$ cat src/design/corePkg.sv
// Shared widths, encodings and stage bundles of the five-stage core
// Word accesses only, byte and halfword forms are not decoded
package corePkg;

  localparam int Xlen = 32;                  // Data width

  typedef logic [Xlen-1:0] wordT;            // Data and address
  typedef logic [4:0]      regIdxT;          // Register index

  localparam wordT ResetPc  = '0;            // First fetch address
  localparam wordT NopInstr = 32'h0000_0013; // ADDI x0,x0,0

  // Major opcodes, bits [6:0]
  typedef enum logic [6:0] {
    LUI    = 7'b0110111,
    AUIPC  = 7'b0010111,
    JAL    = 7'b1101111,
    JALR   = 7'b1100111,
    BRANCH = 7'b1100011,
    LOAD   = 7'b0000011,
    STORE  = 7'b0100011,
    I_OP   = 7'b0010011,
    R_OP   = 7'b0110011,
    FENCE  = 7'b0001111   // Decoded as a no-op
  } opcodeT;

  typedef enum logic [3:0] {
    ADD, SUB, SLL, SLT, SLTU, XOR, SRL, SRA, OR, AND
  } aluOpT;

  typedef enum logic [2:0] {
    I_TYPE, S_TYPE, B_TYPE, U_TYPE, J_TYPE
  } immTypeT;

  // Follows funct3 of the branch opcode
  typedef enum logic [2:0] {
    BEQ  = 3'b000,
    BNE  = 3'b001,
    BLT  = 3'b100,
    BGE  = 3'b101,
    BLTU = 3'b110,
    BGEU = 3'b111
  } branchTypeT;

  //////////////////////////////////////////////////////////////////////
  // Stage bundles
  //////////////////////////////////////////////////////////////////////

  // Q102H, decode to execute
  typedef struct packed {
    wordT       pc;
    wordT       pcPlus4;
    wordT       imm;
    regIdxT     rs1;
    regIdxT     rs2;
    regIdxT     rd;
    wordT       rs1Data;
    wordT       rs2Data;
    aluOpT      aluOp;
    branchTypeT branchOp;
    logic       isJump;      // JAL or JALR
    logic       isBranch;
    logic       isLui;
    logic       isLoad;
    logic       isStore;
    logic       aluSelPc;    // ALU input 1 from PC
    logic       aluSelImm;   // ALU input 2 from immediate
    logic       regWrEn;     // Never set for rd x0
  } idExT;

  // Q103H, execute to memory
  typedef struct packed {
    wordT   aluOut;
    wordT   storeData;
    wordT   pcPlus4;
    regIdxT rd;
    logic   isLoad;
    logic   isStore;
    logic   linkWr;          // Write PC+4 back
    logic   regWrEn;
  } exMemT;

  // Q104H register write
  typedef struct packed {
    regIdxT rd;
    wordT   data;
    logic   wrEn;
  } wrBackT;

endpackage

$ cat src/design/fetchStage.sv
// PC and the Q100H to Q101H registers
// A taken branch or jump overrides the enable from the hazard logic never
`timescale 1ns/1ps

module fetchStage
  import corePkg::*;
(
  input  logic Clock,
  input  logic rstN,
  input  logic pcEn,          // Low for one cycle on a load-use stall
  input  logic takeQ102H,     // Taken branch or jump in execute
  input  wordT targetQ102H,
  output wordT pcQ100H,       // To instruction memory
  output wordT pcQ101H,
  output wordT pcPlus4Q101H
);

  wordT pcPlus4Q100H;
  wordT nextPcQ100H;

  assign pcPlus4Q100H = pcQ100H + wordT'(4);
  assign nextPcQ100H  = takeQ102H ? targetQ102H : pcPlus4Q100H;  // Redirect or sequential

  // Program counter
  always_ff @(posedge Clock or negedge rstN) begin
    if (!rstN) begin
      pcQ100H <= ResetPc;
    end else if (pcEn) begin
      pcQ100H <= nextPcQ100H;
    end
  end

  // Q101H copies, held together with the PC
  always_ff @(posedge Clock) begin
    if (pcEn) begin
      pcQ101H      <= pcQ100H;
      pcPlus4Q101H <= pcPlus4Q100H;
    end
  end

endmodule

$ cat src/design/decodeStage.sv
// Decode, load-use stall and flush; instruction arrives one cycle after its PC
// FENCE and unknown opcodes decode as no-ops with no register write
`timescale 1ns/1ps

module decodeStage
  import corePkg::*;
(
  input  logic   Clock,
  input  logic   rstN,
  input  wordT   instrQ101H,    // From instruction memory
  input  wordT   pcQ101H,
  input  wordT   pcPlus4Q101H,
  input  logic   flushQ102H,    // Taken jump now in execute
  input  logic   flushQ103H,    // Same, one cycle later
  input  wordT   rs1Data,       // From regFile, bypassed
  input  wordT   rs2Data,
  output logic   pcEn,
  output regIdxT rs1,
  output regIdxT rs2,
  output idExT   idExQ102H
);

  logic    validQ101H;          // Low in the first cycle after reset
  logic    loadHzrdQ101H;
  logic    loadHzrdQ102H;
  wordT    prevInstrQ101H;      // Held copy for replay
  wordT    instr;
  opcodeT  opcode;
  logic    [2:0] funct3;
  logic    [6:0] funct7;
  regIdxT  rd;
  aluOpT   aluOp;
  immTypeT immType;
  wordT    imm;
  idExT    idExQ101H;

  //////////////////////////////////////////////////////////////////////
  // Hazard and instruction select
  //////////////////////////////////////////////////////////////////////

  // Load in execute feeds a source of the incoming instruction
  assign loadHzrdQ101H = validQ101H && idExQ102H.isLoad && (idExQ102H.rd != '0) &&
                         ((instrQ101H[19:15] == idExQ102H.rd) ||
                          (instrQ101H[24:20] == idExQ102H.rd));
  assign pcEn = !loadHzrdQ101H;

  always_comb begin
    if (flushQ102H || flushQ103H || !validQ101H || loadHzrdQ101H) begin
      instr = NopInstr;                       // Bubble
    end else if (loadHzrdQ102H) begin
      instr = prevInstrQ101H;                 // Replay the stalled one
    end else begin
      instr = instrQ101H;
    end
  end

  always_ff @(posedge Clock or negedge rstN) begin
    if (!rstN) begin
      validQ101H    <= 1'b0;
      loadHzrdQ102H <= 1'b0;
    end else begin
      validQ101H    <= 1'b1;
      loadHzrdQ102H <= loadHzrdQ101H;
    end
  end

  always_ff @(posedge Clock) begin
    prevInstrQ101H <= instrQ101H;
  end

  //////////////////////////////////////////////////////////////////////
  // Control decode
  //////////////////////////////////////////////////////////////////////

  assign opcode = opcodeT'(instr[6:0]);
  assign funct3 = instr[14:12];
  assign funct7 = instr[31:25];
  assign rd     = instr[11:7];
  assign rs1    = instr[19:15];
  assign rs2    = instr[24:20];

  always_comb begin
    aluOp = ADD;                              // Address and target adds
    if ((opcode == R_OP) || (opcode == I_OP)) begin
      case (funct3)
        3'b000:  aluOp = ((opcode == R_OP) && funct7[5]) ? SUB : ADD;
        3'b001:  aluOp = SLL;
        3'b010:  aluOp = SLT;
        3'b011:  aluOp = SLTU;
        3'b100:  aluOp = XOR;
        3'b101:  aluOp = funct7[5] ? SRA : SRL;
        3'b110:  aluOp = OR;
        default: aluOp = AND;
      endcase
    end
  end

  // Immediate generator
  always_comb begin
    unique case (opcode)
      LUI, AUIPC: immType = U_TYPE;
      JAL:        immType = J_TYPE;
      BRANCH:     immType = B_TYPE;
      STORE:      immType = S_TYPE;
      default:    immType = I_TYPE;
    endcase
    unique case (immType)
      U_TYPE:  imm = {instr[31:12], 12'b0};
      J_TYPE:  imm = {{12{instr[31]}}, instr[19:12], instr[20], instr[30:21], 1'b0};
      B_TYPE:  imm = {{20{instr[31]}}, instr[7], instr[30:25], instr[11:8], 1'b0};
      S_TYPE:  imm = {{20{instr[31]}}, instr[31:25], instr[11:7]};
      default: imm = {{20{instr[31]}}, instr[31:20]};
    endcase
  end

  always_comb begin
    idExQ101H           = '0;
    idExQ101H.pc        = pcQ101H;
    idExQ101H.pcPlus4   = pcPlus4Q101H;
    idExQ101H.imm       = imm;
    idExQ101H.rs1       = rs1;
    idExQ101H.rs2       = rs2;
    idExQ101H.rd        = rd;
    idExQ101H.rs1Data   = rs1Data;
    idExQ101H.rs2Data   = rs2Data;
    idExQ101H.aluOp     = aluOp;
    idExQ101H.branchOp  = branchTypeT'(funct3);
    idExQ101H.isJump    = (opcode == JAL) || (opcode == JALR);
    idExQ101H.isBranch  = (opcode == BRANCH);
    idExQ101H.isLui     = (opcode == LUI);
    idExQ101H.isLoad    = (opcode == LOAD);
    idExQ101H.isStore   = (opcode == STORE);
    idExQ101H.aluSelPc  = (opcode == JAL) || (opcode == BRANCH) || (opcode == AUIPC);
    idExQ101H.aluSelImm = (opcode != R_OP);
    idExQ101H.regWrEn   = (rd != '0) &&       // x0 writes dropped here
                          ((opcode == LUI)  || (opcode == AUIPC) || (opcode == JAL) ||
                           (opcode == JALR) || (opcode == LOAD)  || (opcode == I_OP) ||
                           (opcode == R_OP));
  end

  // Q101H to Q102H
  always_ff @(posedge Clock or negedge rstN) begin
    if (!rstN) begin
      idExQ102H <= '0;
    end else begin
      idExQ102H <= idExQ101H;
    end
  end

  // Bubble clears the load flag so the stall lasts one cycle
  assert property (@(posedge Clock) disable iff (!rstN) loadHzrdQ101H |=> !loadHzrdQ101H);

endmodule

$ cat src/design/regFile.sv
// x1 to x31 with x0 tied to zero; no reset on the storage
// Reads are combinational and see the Q104H write of the same cycle
`timescale 1ns/1ps

module regFile
  import corePkg::*;
(
  input  logic   Clock,
  input  logic   rstN,
  input  regIdxT rs1,
  input  regIdxT rs2,
  input  wrBackT wrBack,     // Q104H write port
  output wordT   rs1Data,
  output wordT   rs2Data
);

  wordT regs [1:31];

  always_ff @(posedge Clock) begin
    if (wrBack.wrEn && (wrBack.rd != '0)) begin
      regs[wrBack.rd] <= wrBack.data;
    end
  end

  // Zero for x0, bypass on a matching write
  function automatic wordT readReg(regIdxT idx);
    if (idx == '0) begin
      return '0;
    end else if (wrBack.wrEn && (wrBack.rd == idx)) begin
      return wrBack.data;
    end
    return regs[idx];
  endfunction

  always_comb begin
    rs1Data = readReg(rs1);
    rs2Data = readReg(rs2);
  end

  // Decode never lets an x0 write reach write-back
  assert property (@(posedge Clock) disable iff (!rstN) wrBack.wrEn |-> (wrBack.rd != '0));

endmodule

$ cat src/design/executeStage.sv
// Execute with Q103H/Q104H forwarding, ALU and branch resolve
// A load result is never forwarded from Q103H; decode stalls for it
`timescale 1ns/1ps

module executeStage
  import corePkg::*;
(
  input  logic   Clock,
  input  logic   rstN,
  input  idExT   idExQ102H,
  input  wordT   aluOutQ103H,     // Forward source one stage ahead
  input  regIdxT rdQ103H,
  input  logic   regWrEnQ103H,
  input  wrBackT wrBack,          // Forward source two stages ahead
  output logic   takeQ102H,
  output wordT   targetQ102H,
  output logic   flushQ103H,
  output exMemT  exMemQ103H
);

  wordT       opAQ102H;           // Forwarded rs1
  wordT       opBQ102H;           // Forwarded rs2
  wordT       aluIn1Q102H;
  wordT       aluIn2Q102H;
  wordT       aluOutQ102H;
  logic [4:0] shamtQ102H;
  logic       condMetQ102H;
  exMemT      exMemQ102H;

  // Newest producer wins; x0 is never forwarded
  function automatic wordT fwdOperand(regIdxT src, wordT regData);
    if (src == '0) begin
      return regData;
    end else if (regWrEnQ103H && (rdQ103H == src)) begin
      return aluOutQ103H;
    end else if (wrBack.wrEn && (wrBack.rd == src)) begin
      return wrBack.data;
    end
    return regData;
  endfunction

  always_comb begin
    opAQ102H = fwdOperand(idExQ102H.rs1, idExQ102H.rs1Data);
    opBQ102H = fwdOperand(idExQ102H.rs2, idExQ102H.rs2Data);
  end

  assign aluIn1Q102H = idExQ102H.aluSelPc  ? idExQ102H.pc  : opAQ102H;
  assign aluIn2Q102H = idExQ102H.aluSelImm ? idExQ102H.imm : opBQ102H;
  assign shamtQ102H  = aluIn2Q102H[4:0];

  //////////////////////////////////////////////////////////////////////
  // ALU and branch compare
  //////////////////////////////////////////////////////////////////////

  always_comb begin
    unique case (idExQ102H.aluOp)
      SUB:     aluOutQ102H = aluIn1Q102H - aluIn2Q102H;
      SLL:     aluOutQ102H = aluIn1Q102H << shamtQ102H;
      SLT:     aluOutQ102H = {{(Xlen-1){1'b0}}, $signed(aluIn1Q102H) < $signed(aluIn2Q102H)};
      SLTU:    aluOutQ102H = {{(Xlen-1){1'b0}}, aluIn1Q102H < aluIn2Q102H};
      XOR:     aluOutQ102H = aluIn1Q102H ^ aluIn2Q102H;
      SRL:     aluOutQ102H = aluIn1Q102H >> shamtQ102H;
      SRA:     aluOutQ102H = $signed(aluIn1Q102H) >>> shamtQ102H;
      OR:      aluOutQ102H = aluIn1Q102H | aluIn2Q102H;
      AND:     aluOutQ102H = aluIn1Q102H & aluIn2Q102H;
      default: aluOutQ102H = aluIn1Q102H + aluIn2Q102H;   // ADD, addresses, targets
    endcase
    if (idExQ102H.isLui) begin
      aluOutQ102H = aluIn2Q102H;                           // Immediate straight through
    end
  end

  always_comb begin
    unique case (idExQ102H.branchOp)
      BEQ:     condMetQ102H = (opAQ102H == opBQ102H);
      BNE:     condMetQ102H = (opAQ102H != opBQ102H);
      BLT:     condMetQ102H = ($signed(opAQ102H) <  $signed(opBQ102H));
      BGE:     condMetQ102H = ($signed(opAQ102H) >= $signed(opBQ102H));
      BLTU:    condMetQ102H = (opAQ102H <  opBQ102H);
      BGEU:    condMetQ102H = (opAQ102H >= opBQ102H);
      default: condMetQ102H = 1'b0;
    endcase
  end

  // Next PC; bit 0 cleared for JALR
  assign takeQ102H   = idExQ102H.isJump || (idExQ102H.isBranch && condMetQ102H);
  assign targetQ102H = {aluOutQ102H[Xlen-1:1], 1'b0};

  always_comb begin
    exMemQ102H.aluOut    = aluOutQ102H;
    exMemQ102H.storeData = opBQ102H;
    exMemQ102H.pcPlus4   = idExQ102H.pcPlus4;
    exMemQ102H.rd        = idExQ102H.rd;
    exMemQ102H.isLoad    = idExQ102H.isLoad;
    exMemQ102H.isStore   = idExQ102H.isStore;
    exMemQ102H.linkWr    = idExQ102H.isJump;      // Both jumps link
    exMemQ102H.regWrEn   = idExQ102H.regWrEn;
  end

  // Q102H to Q103H, flush goes along
  always_ff @(posedge Clock or negedge rstN) begin
    if (!rstN) begin
      exMemQ103H <= '0;
      flushQ103H <= 1'b0;
    end else begin
      exMemQ103H <= exMemQ102H;
      flushQ103H <= takeQ102H;
    end
  end

endmodule

$ cat src/design/memWbStage.sv
// Data-memory port and write-back select, word accesses only
// Read data is expected aligned in the cycle after the read enable
`timescale 1ns/1ps

module memWbStage
  import corePkg::*;
(
  input  logic   Clock,
  input  logic   rstN,
  input  exMemT  exMemQ103H,
  input  wordT   dMemRdDataQ104H,   // From data memory
  output wordT   dMemAddrQ103H,
  output wordT   dMemWrDataQ103H,
  output logic   dMemWrEnQ103H,
  output logic   dMemRdEnQ103H,
  output wrBackT wrBack
);

  wordT   aluOutQ104H;
  wordT   pcPlus4Q104H;
  regIdxT rdQ104H;
  logic   isLoadQ104H;
  logic   linkWrQ104H;
  logic   regWrEnQ104H;

  assign dMemAddrQ103H   = exMemQ103H.aluOut;
  assign dMemWrDataQ103H = exMemQ103H.storeData;
  assign dMemWrEnQ103H   = exMemQ103H.isStore;
  assign dMemRdEnQ103H   = exMemQ103H.isLoad;

  // Q103H to Q104H control
  always_ff @(posedge Clock or negedge rstN) begin
    if (!rstN) begin
      isLoadQ104H  <= 1'b0;
      linkWrQ104H  <= 1'b0;
      regWrEnQ104H <= 1'b0;
    end else begin
      isLoadQ104H  <= exMemQ103H.isLoad;
      linkWrQ104H  <= exMemQ103H.linkWr;
      regWrEnQ104H <= exMemQ103H.regWrEn;
    end
  end

  always_ff @(posedge Clock) begin
    aluOutQ104H  <= exMemQ103H.aluOut;
    pcPlus4Q104H <= exMemQ103H.pcPlus4;
    rdQ104H      <= exMemQ103H.rd;
  end

  // Link, load, else ALU
  assign wrBack.rd   = rdQ104H;
  assign wrBack.wrEn = regWrEnQ104H;
  assign wrBack.data = linkWrQ104H ? pcPlus4Q104H    :
                       isLoadQ104H ? dMemRdDataQ104H :
                                     aluOutQ104H;

  // One opcode per slot, so never both
  assert property (@(posedge Clock) disable iff (!rstN) !(dMemWrEnQ103H && dMemRdEnQ103H));

endmodule

$ cat src/design/miniCore.sv
// Five-stage RV32I core top; memories sit outside with fixed latency
// No back-pressure, the core assumes every access completes on schedule
`timescale 1ns/1ps

module miniCore
  import corePkg::*;
(
  input  logic Clock,
  input  logic rstN,
  // Instruction memory
  output wordT pcQ100H,
  input  wordT instrQ101H,
  // Data memory
  output wordT dMemAddrQ103H,
  output wordT dMemWrDataQ103H,
  output logic dMemWrEnQ103H,
  output logic dMemRdEnQ103H,
  input  wordT dMemRdDataQ104H
);

  logic   pcEn;
  logic   takeQ102H;
  logic   flushQ103H;
  wordT   targetQ102H;
  wordT   pcQ101H;
  wordT   pcPlus4Q101H;
  regIdxT rs1;
  regIdxT rs2;
  wordT   rs1Data;
  wordT   rs2Data;
  idExT   idExQ102H;
  exMemT  exMemQ103H;
  wrBackT wrBack;

  fetchStage fetch (
    .Clock        (Clock),
    .rstN         (rstN),
    .pcEn         (pcEn),
    .takeQ102H    (takeQ102H),
    .targetQ102H  (targetQ102H),
    .pcQ100H      (pcQ100H),
    .pcQ101H      (pcQ101H),
    .pcPlus4Q101H (pcPlus4Q101H)
  );

  decodeStage decode (
    .Clock        (Clock),
    .rstN         (rstN),
    .instrQ101H   (instrQ101H),
    .pcQ101H      (pcQ101H),
    .pcPlus4Q101H (pcPlus4Q101H),
    .flushQ102H   (takeQ102H),       // Redirect in execute
    .flushQ103H   (flushQ103H),
    .rs1Data      (rs1Data),
    .rs2Data      (rs2Data),
    .pcEn         (pcEn),
    .rs1          (rs1),
    .rs2          (rs2),
    .idExQ102H    (idExQ102H)
  );

  regFile regs (
    .Clock   (Clock),
    .rstN    (rstN),
    .rs1     (rs1),
    .rs2     (rs2),
    .wrBack  (wrBack),
    .rs1Data (rs1Data),
    .rs2Data (rs2Data)
  );

  executeStage execute (
    .Clock        (Clock),
    .rstN         (rstN),
    .idExQ102H    (idExQ102H),
    .aluOutQ103H  (dMemAddrQ103H),   // Q103H ALU result doubles as address
    .rdQ103H      (exMemQ103H.rd),
    .regWrEnQ103H (exMemQ103H.regWrEn),
    .wrBack       (wrBack),
    .takeQ102H    (takeQ102H),
    .targetQ102H  (targetQ102H),
    .flushQ103H   (flushQ103H),
    .exMemQ103H   (exMemQ103H)
  );

  memWbStage memWb (
    .Clock           (Clock),
    .rstN            (rstN),
    .exMemQ103H      (exMemQ103H),
    .dMemRdDataQ104H (dMemRdDataQ104H),
    .dMemAddrQ103H   (dMemAddrQ103H),
    .dMemWrDataQ103H (dMemWrDataQ103H),
    .dMemWrEnQ103H   (dMemWrEnQ103H),
    .dMemRdEnQ103H   (dMemRdEnQ103H),
    .wrBack          (wrBack)
  );

endmodule

$ cat config.mk
export PLATFORM = sky130hd
export DESIGN_NAME = miniCore
export DESIGN_NICKNAME = d
export VERILOG_FILES = /design/src/design/corePkg.sv /design/src/design/fetchStage.sv /design/src/design/decodeStage.sv /design/src/design/regFile.sv /design/src/design/executeStage.sv /design/src/design/memWbStage.sv /design/src/design/miniCore.sv
export SDC_FILE = /design/constraint.sdc
export NUM_CORES = 2
export LEC_CHECK = 0
export ABC_AREA = 1
export CAP_MARGIN = 5
export CORE_ASPECT_RATIO = 1.75
export CORE_MARGIN = 2
export CORE_UTILIZATION = 35
export DETAILED_ROUTE_END_ITERATION = 10
export DONT_BUFFER_PORTS = 1
export PLACE_DENSITY = 0.5
export SLEW_MARGIN = 20
export SYNTH_ARGS = -nofsm -noshare
export SYNTH_HDL_FRONTEND = slang
export SYNTH_HIERARCHICAL = 1
export SYNTH_SLANG_ARGS = --single-unit
$ cat constraint.sdc
create_clock -name Clock -period 5.6 [get_ports Clock]
set_input_delay 1.12 -clock Clock [delete_from_list [all_inputs] [get_ports Clock]]
set_output_delay 1.12 -clock Clock [all_outputs]
set_load 0.01 [all_outputs]
# == Word-level counts from Yosys, hierarchy flattened ==
# Memories as Yosys holds them, arrays and structs flattened.
# Index checks and enable logic that the tools add are counted.
# totals
memories,1
latch_bits,0
rom_bits,0
out_inout_bits,98
reg_bits,498
wordCells,180
in_bits,66
ramBits,992
# mem_list
memory,depth,width,rd,rd_ports_with_merged_regs,write_ports,line,text
regs.regs,31,32,2,0,1,regFile.sv:17,wordT regs [1:31];
# classes
order_cmp,6
bitwise,3
n_mux,42
n_addsub,3
n_reduce_logical,39
eq_ne,44
mul,0
div_mod_pow,0
shifts,3
# op_table
operator,n
$mux W32,22
$pmux W32 S9,1
$lt A32 B32 Y1,4
$pmux W31 S4,1
$ge A32 B32 Y1,2
$eq A5 B5 Y1,8
$add A32 B3 Y32 const B,1
$add A32 B32 Y32,1
$and A32 B32 Y32,1
$eq A32 B32 Y1,1
$ne A32 B32 Y1,1
$or A32 B32 Y32,1
$shl A32 B5 Y32,1
$shr A32 B5 Y32,1
$sshr A32 B5 Y32,1
$sub A32 B32 Y32,1
$xor A32 B32 Y32,1
$pmux W4 S7,1
$eq A3 B3 Y1 const B,8
$eq A7 B6 Y1 const B,3
$eq A7 B7 Y1 const B,3
$logic_not A5 Y1,4
$eq A4 B3 Y1 const B,4
$logic_or A1 B1 Y1,15
other kinds (17),53

# == Logic depth before layout (Yosys ltp) ==
# depth
word_depth,22
ltp_mapped,48
depth_no_buf,40

# == Modules after synthesis ==
# Netlist, hierarchy kept.
# modules_own_cells
mod,instances,cells_per_inst,seq_area_each_um2,area_each_um2
regFile,1,6566,29788.6,53448.8
executeStage,1,2781,2652.5,15870.2
decodeStage,1,552,5445.2,7083.0
fetchStage,1,448,2662.6,4404.2
memWbStage,1,379,1456.4,3035.4

# == Worst setup path after synthesis ==
# No wires, ideal clock.
# synth_path
path_kind,input-to-reg
start,input port dMemRdDataQ104H[31]
end,register decode/idExQ102H[59] (netlist name)
path_stages,37
path_buffers,7
setup_slack_ns,-0.490
t_required_ns,5.533
arrival_ns,6.023
setup_time_ns,0.067
path_cell_list,inv_1 -> nand2_1 -> nand3_1 -> nand2_1 -> nand2_1 -> nand3_1 -> o21ai_0 -> ha_1 -> nand2_1 -> nor2_1 -> nand4_1 -> nor4_1 -> nand3_1 -> a211oi_1 -> nand2_1 -> o211ai_1 -> nand2_1 -> nor2_1 -> nand3_1 -> nand2_1 -> nand2_1 -> nor3b_4 -> buf_2 -> nand2_4 -> buf_2 -> buf_6 -> nor3_1 -> buf_4 -> buf_2 -> clkbuf_1 -> buf_2 -> nand2_1 -> nor2_1 -> nand2_1 -> nand3_1 -> nand3_1 -> nand2_1
# synth_rtl
item,line,text
"start, declared",miniCore.sv:18,input wordT dMemRdDataQ104H

# == Worst setup path in the final report ==
# layout_path
start,register decode/idExQ102H[84] (netlist name)
end,register decode/idExQ102H[20] (netlist name)
# layout_via
elab_chain_len,19
elab_cells_between_ends,32
classes_between,order compare (4); eq/ne (5); mux (12); reduce/logical (10); memory (1)
# layout_lines
item,line,text
$eq A5 B5 Y1,executeStage.sv:36,end else if (wrBack.wrEn && (wrBack.rd == src)) begin
$logic_and A1 B1 Y1,executeStage.sv:36,
$mux W1,executeStage.sv:36,
$mux W1,executeStage.sv:34,end else if (regWrEnQ103H && (rdQ103H == src)) begin
$mux W1,executeStage.sv:32,if (src == '0) begin
$mux W32 *,executeStage.sv:39,return regData;
$ge A32 B32 Y1 (tied with other cells),executeStage.sv:80,BGEU: condMetQ102H = (opAQ102H >= opBQ102H);
$pmux W1 S6 *,executeStage.sv:74,unique case (idExQ102H.branchOp)
$logic_and A1 B1 Y1 *,executeStage.sv:86,assign takeQ102H = idExQ102H.isJump || (idExQ102H.isBranch && condMetQ102H);
$logic_or A1 B1 Y1 *,executeStage.sv:86,
via takeQ102H,miniCore.sv:22,logic takeQ102H;
$logic_or A1 B1 Y1 * (3 in a row),decodeStage.sv:48,if (flushQ102H || flushQ103H || !validQ101H || loadHzrdQ101H) begin
$mux W32 *,decodeStage.sv:48,
via rs2[1],miniCore.sv:28,regIdxT rs2;
branches (longest 4 deep; another with $mem_v2 Z31 W32),-,
$mux W32 *,regFile.sv:32,return regs[idx];
via rs2Data[5],miniCore.sv:30,wordT rs2Data;
# Mark *: on every way through the listed nets, which the timed path passes.
# A chain may end at the register's enable or synchronous reset.

==> results_dict.tcl <==
set metrics [dict create \
    cp.arrival_ps 6990 \
    synth_top_area_share 0.378 \
    synth_top_area_cell "edfxtp_1" \
    clock_tree.buffer_depth 4 \
    gp_congestion 1.07 \
    via_count 82599 \
    finalHoldViolations 0 \
    placementRows 237 \
    drive_above_1_share 0.218 \
    netlist_instances 10726 \
    dr.pass1.iters 8 \
    path_clk_slew_ps 60 \
    syn_area_um2 83800 \
    finalClockSkew_ps 46.0 \
    fin_crit_sh 1.12 \
    synthArstFlopShare 0.224 \
    max_slew_margin 0.000947 \
    drv_cap 0 \
    cts_sinks 1488 \
    setup_viol 70 \
    hold_class "in2async" \
    ys_warn_count 6 \
    grt_pass1_vias 79265 \
    hold_slack_ps 120 \
    slew_viol_final 0 \
    drtIter0Drc 8607 \
    cts_tree "yes" \
    tns_ps -35060 \
    cp-start-kind "flip-flop" \
    io_buffers 0 \
    powerDensity_nw_per_um2 331 \
    hpwl_um 291000 \
    synth_flop_cell "edfxtp_1" \
    h-tree-depth 4 \
    avgSynthCellArea_um2 7.82 \
    clock_latency_ps 860 \
    slowest_delay_ps 510 \
    synth-seq-cells 1488 \
    clock.fmax_mhz 160 \
    outcome "complete, but fails checks" \
    die-width_um 374 \
    failed_checks "setup timing" \
    worst_slew_pin_slew_ps 1500 \
    rsz0062_at_grt "yes" \
    antenna_found_initial 28 \
    synth-edff-count 1054 \
    power_w 0.0361 \
    ir_worst_vdd_uv 323 \
    io_pins 164 \
    grt_overflow 0 \
    ant_nets 0 \
    coreArea_um2 238000 \
    numCtsBuffers 154 \
    critPathKind "reg2reg" \
    grt_pass1_wl_um 586000 \
    die_h_um 651 \
    dpl_worst_slack_ps -1190 \
    min_period_ps 6240 \
    syn-num-nets 10923 \
    grt_use_total 0.339 \
    n_fill_cell 23096 \
    grt_max_degree 191 \
    layout_setup_ws_ps -645 \
    synthTopCellsByArea "edfxtp_1, nand2_1, nand3_1, dfrtp_1, inv_1" \
    drc 0 \
    start_util 0.352 \
    root_buffer "clkbuf_16" \
    final_util 0.458 \
    drt_wl_total_um 440000 \
    yosysUniqueCellTypes 70 \
    nets 11853 \
    cp_max_fo 8 \
    cpMaxStageDelayCell "dfrtp_2" \
    area_growth_pct 30.1 \
    post_drt_wl_per_cell_um 29.5 \
    power.static_leakage_nw 50.0 \
    endpoint_kind "flip-flop" \
    viasPerCell 5.55 \
    die_area_um2 244000 \
    critical_path_required_ps 6340 \
    ys_seq_area_frac 0.501 \
    critical_path.most_common_cell "buf_6" \
]
[kinds of logic after synthesis]
kind of cell | count (synthesis) | share of synthesized area
compound gates | 682 | 0.0471
xor+xnor | 30 | 0.00385
fa+ha+maj | 131 | 0.0197
buf+inv | 2048 | 0.107
flops | 1488 | 0.501
mux | 4 | 0.000507
other cells | 2 | 0.0000896
simple gates | 6341 | 0.321
[flip-flops by register name, indices dropped and copies added (netlist names)]
name	cells
regs/regs	992
decode/idExQ102H	190
execute/exMemQ103H	105
decode/prevInstrQ101H	32
fetch/pcQ100H	32
fetch/pcQ101H	32
memWb/aluOutQ104H	32
memWb/pcPlus4Q104H	32
fetch/pcPlus4Q101H	30
memWb/rdQ104H	5
decode/loadHzrdQ102H	1
decode/validQ101H	1
execute/flushQ103H	1
memWb/isLoadQ104H	1
memWb/linkWrQ104H	1
memWb/regWrEnQ104H	1
[cells in the final DEF (no fill, tap or decap), types with 20 or more instances in the layout]
cell type	Yosys	final
nor2_4	10	57
o21ai_0	252	174
nand3_2	7	241
nand3_1	1896	1642
nand2_1	3742	3561
inv_1	1308	1282
dfxtp_1	101	101
edfxtp_1	1054	1054
nor2_2	10	52
nor3_1	24	20
buf_4	174	1025
buf_8	3	43
nand2_2	36	176
clkbuf_1	160	30
clkinv_2	2	24
buf_12	1	179
a21oi_2	1	38
ha_1	129	109
nand2_4	6	43
o21ai_1	27	63
buf_16	0	68
nor2_1	493	404
nand3_4	2	22
inv_2	25	33
nand4_1	27	27
dfrtp_1	333	329
clkbuf_16	0	215
o21ai_2	6	35
a21oi_1	203	158
o211ai_1	92	92
clkinv_1	5	21
or2_2	46	45
buf_6	20	101
o22ai_1	21	20
[per-stage QoR]
step | cells | area [um2]
floorplan | 10726 | 83900
global placement | 14282 | 94800
detailed placement | 14287 | 94900
CTS | 14669 | 103000
global route | 14879 | 109000
finish | 14895 | 109000
[what timing repair did]
item	CTS	global route
endpoints found under the hold margin	190	0
pin swaps	68	386
endpoints found under the setup margin	133	154
gates cloned	33	68
setup buffers	80	153
hold buffers	1	0
resized for setup	351	848
[path summary, 6_finish.rpt]
| check | slack (ps) | endpoint | start | cells past startpoint |
|---|---|---|---|---|
| min in group Clock | 310 | decode/prevInstrQ101H[7]$_DFF_P_ | instrQ101H[7] | 0 |
| worst max-delay path | -640 | decode/idExQ102H[20]$_DFF_PN0_ | decode/idExQ102H[84]$_DFF_PN0_ | 44 |
| worst min register to register | 330 | memWb/pcPlus4Q104H[1]$_DFF_P_ | execute/exMemQ103H[10]$_DFF_PN0_ | 0 |
| worst min-delay path | 120 | decode/idExQ102H[54]$_DFF_PN0_ | rstN | 0 |
| max in group asynchronous | 4300 | decode/idExQ102H[52]$_DFF_PN0_ | rstN | 2 |
| worst max register to register | -640 | decode/idExQ102H[20]$_DFF_PN0_ | decode/idExQ102H[84]$_DFF_PN0_ | 44 |
[layout make-up]
cell class / instances / area [um2] / share of cell area
Sequential cell: 1488 / 42000 / 0.385
Multi-Input combinational cell: 7190 / 36400 / 0.334
Timing Repair Buffer: 1477 / 16500 / 0.151
Inverter: 1342 / 5220 / 0.0478
Clock buffer: 200 / 4230 / 0.0388
Tap cell: 3107 / 3890 / 0.0356
Clock inverter: 69 / 692 / 0.00634
Antenna cell: 19 / 47.5 / 0.000436
Timing Repair inverter: 3 / 43.8 / 0.000402
[routing by layer]
layer | vias up | wire, um | GRT usage
li1 | 36386 | - | -
met1 | 39500 | 139000 | 0.338
met2 | 4843 | 209000 | 0.570
met3 | 1858 | 34200 | 0.0696
met4 | 12 | 58000 | 0.359
met5 | - | 80 | 0.000199
[critical path, delay by kind of cell (launching register included)]
family	cells	cell delay, ps
buffers and inverters	18	2590
adder cells (fa/ha/maj)	1	250
AND/OR/NAND/NOR	21	2420
AO/OA/AOI/OAI	4	320
flip-flops	1	510
[power by group]
group,total [W],switching (W),internal (W)
sequential,0.0145,0.000917,0.0135
combinational,0.0110,0.00714,0.00387
clock,0.0106,0.00469,0.00590
total,0.0361,0.0127,0.0233
[synthesized netlist by cell type, types with 15 or more instances]
cell type  number
inv_2          25
inv_1        1308
edfxtp_1     1054
nand2_2        36
a211oi_1       15
nand3_1      1896
buf_2         304
dfxtp_1       101
o21bai_1       16
o21ai_1        27
nor2_1        493
buf_1          44
buf_4         174
o21ai_0       252
ha_1          129
dfrtp_1       333
clkbuf_1      160
o22ai_1        21
nand2_1      3742
or2_2          46
nor3_1         24
o211ai_1       92
xor2_1         18
a21oi_1       203
nand4_1        27
buf_6          20
Note: power is estimated with default switching activity, not from simulation.
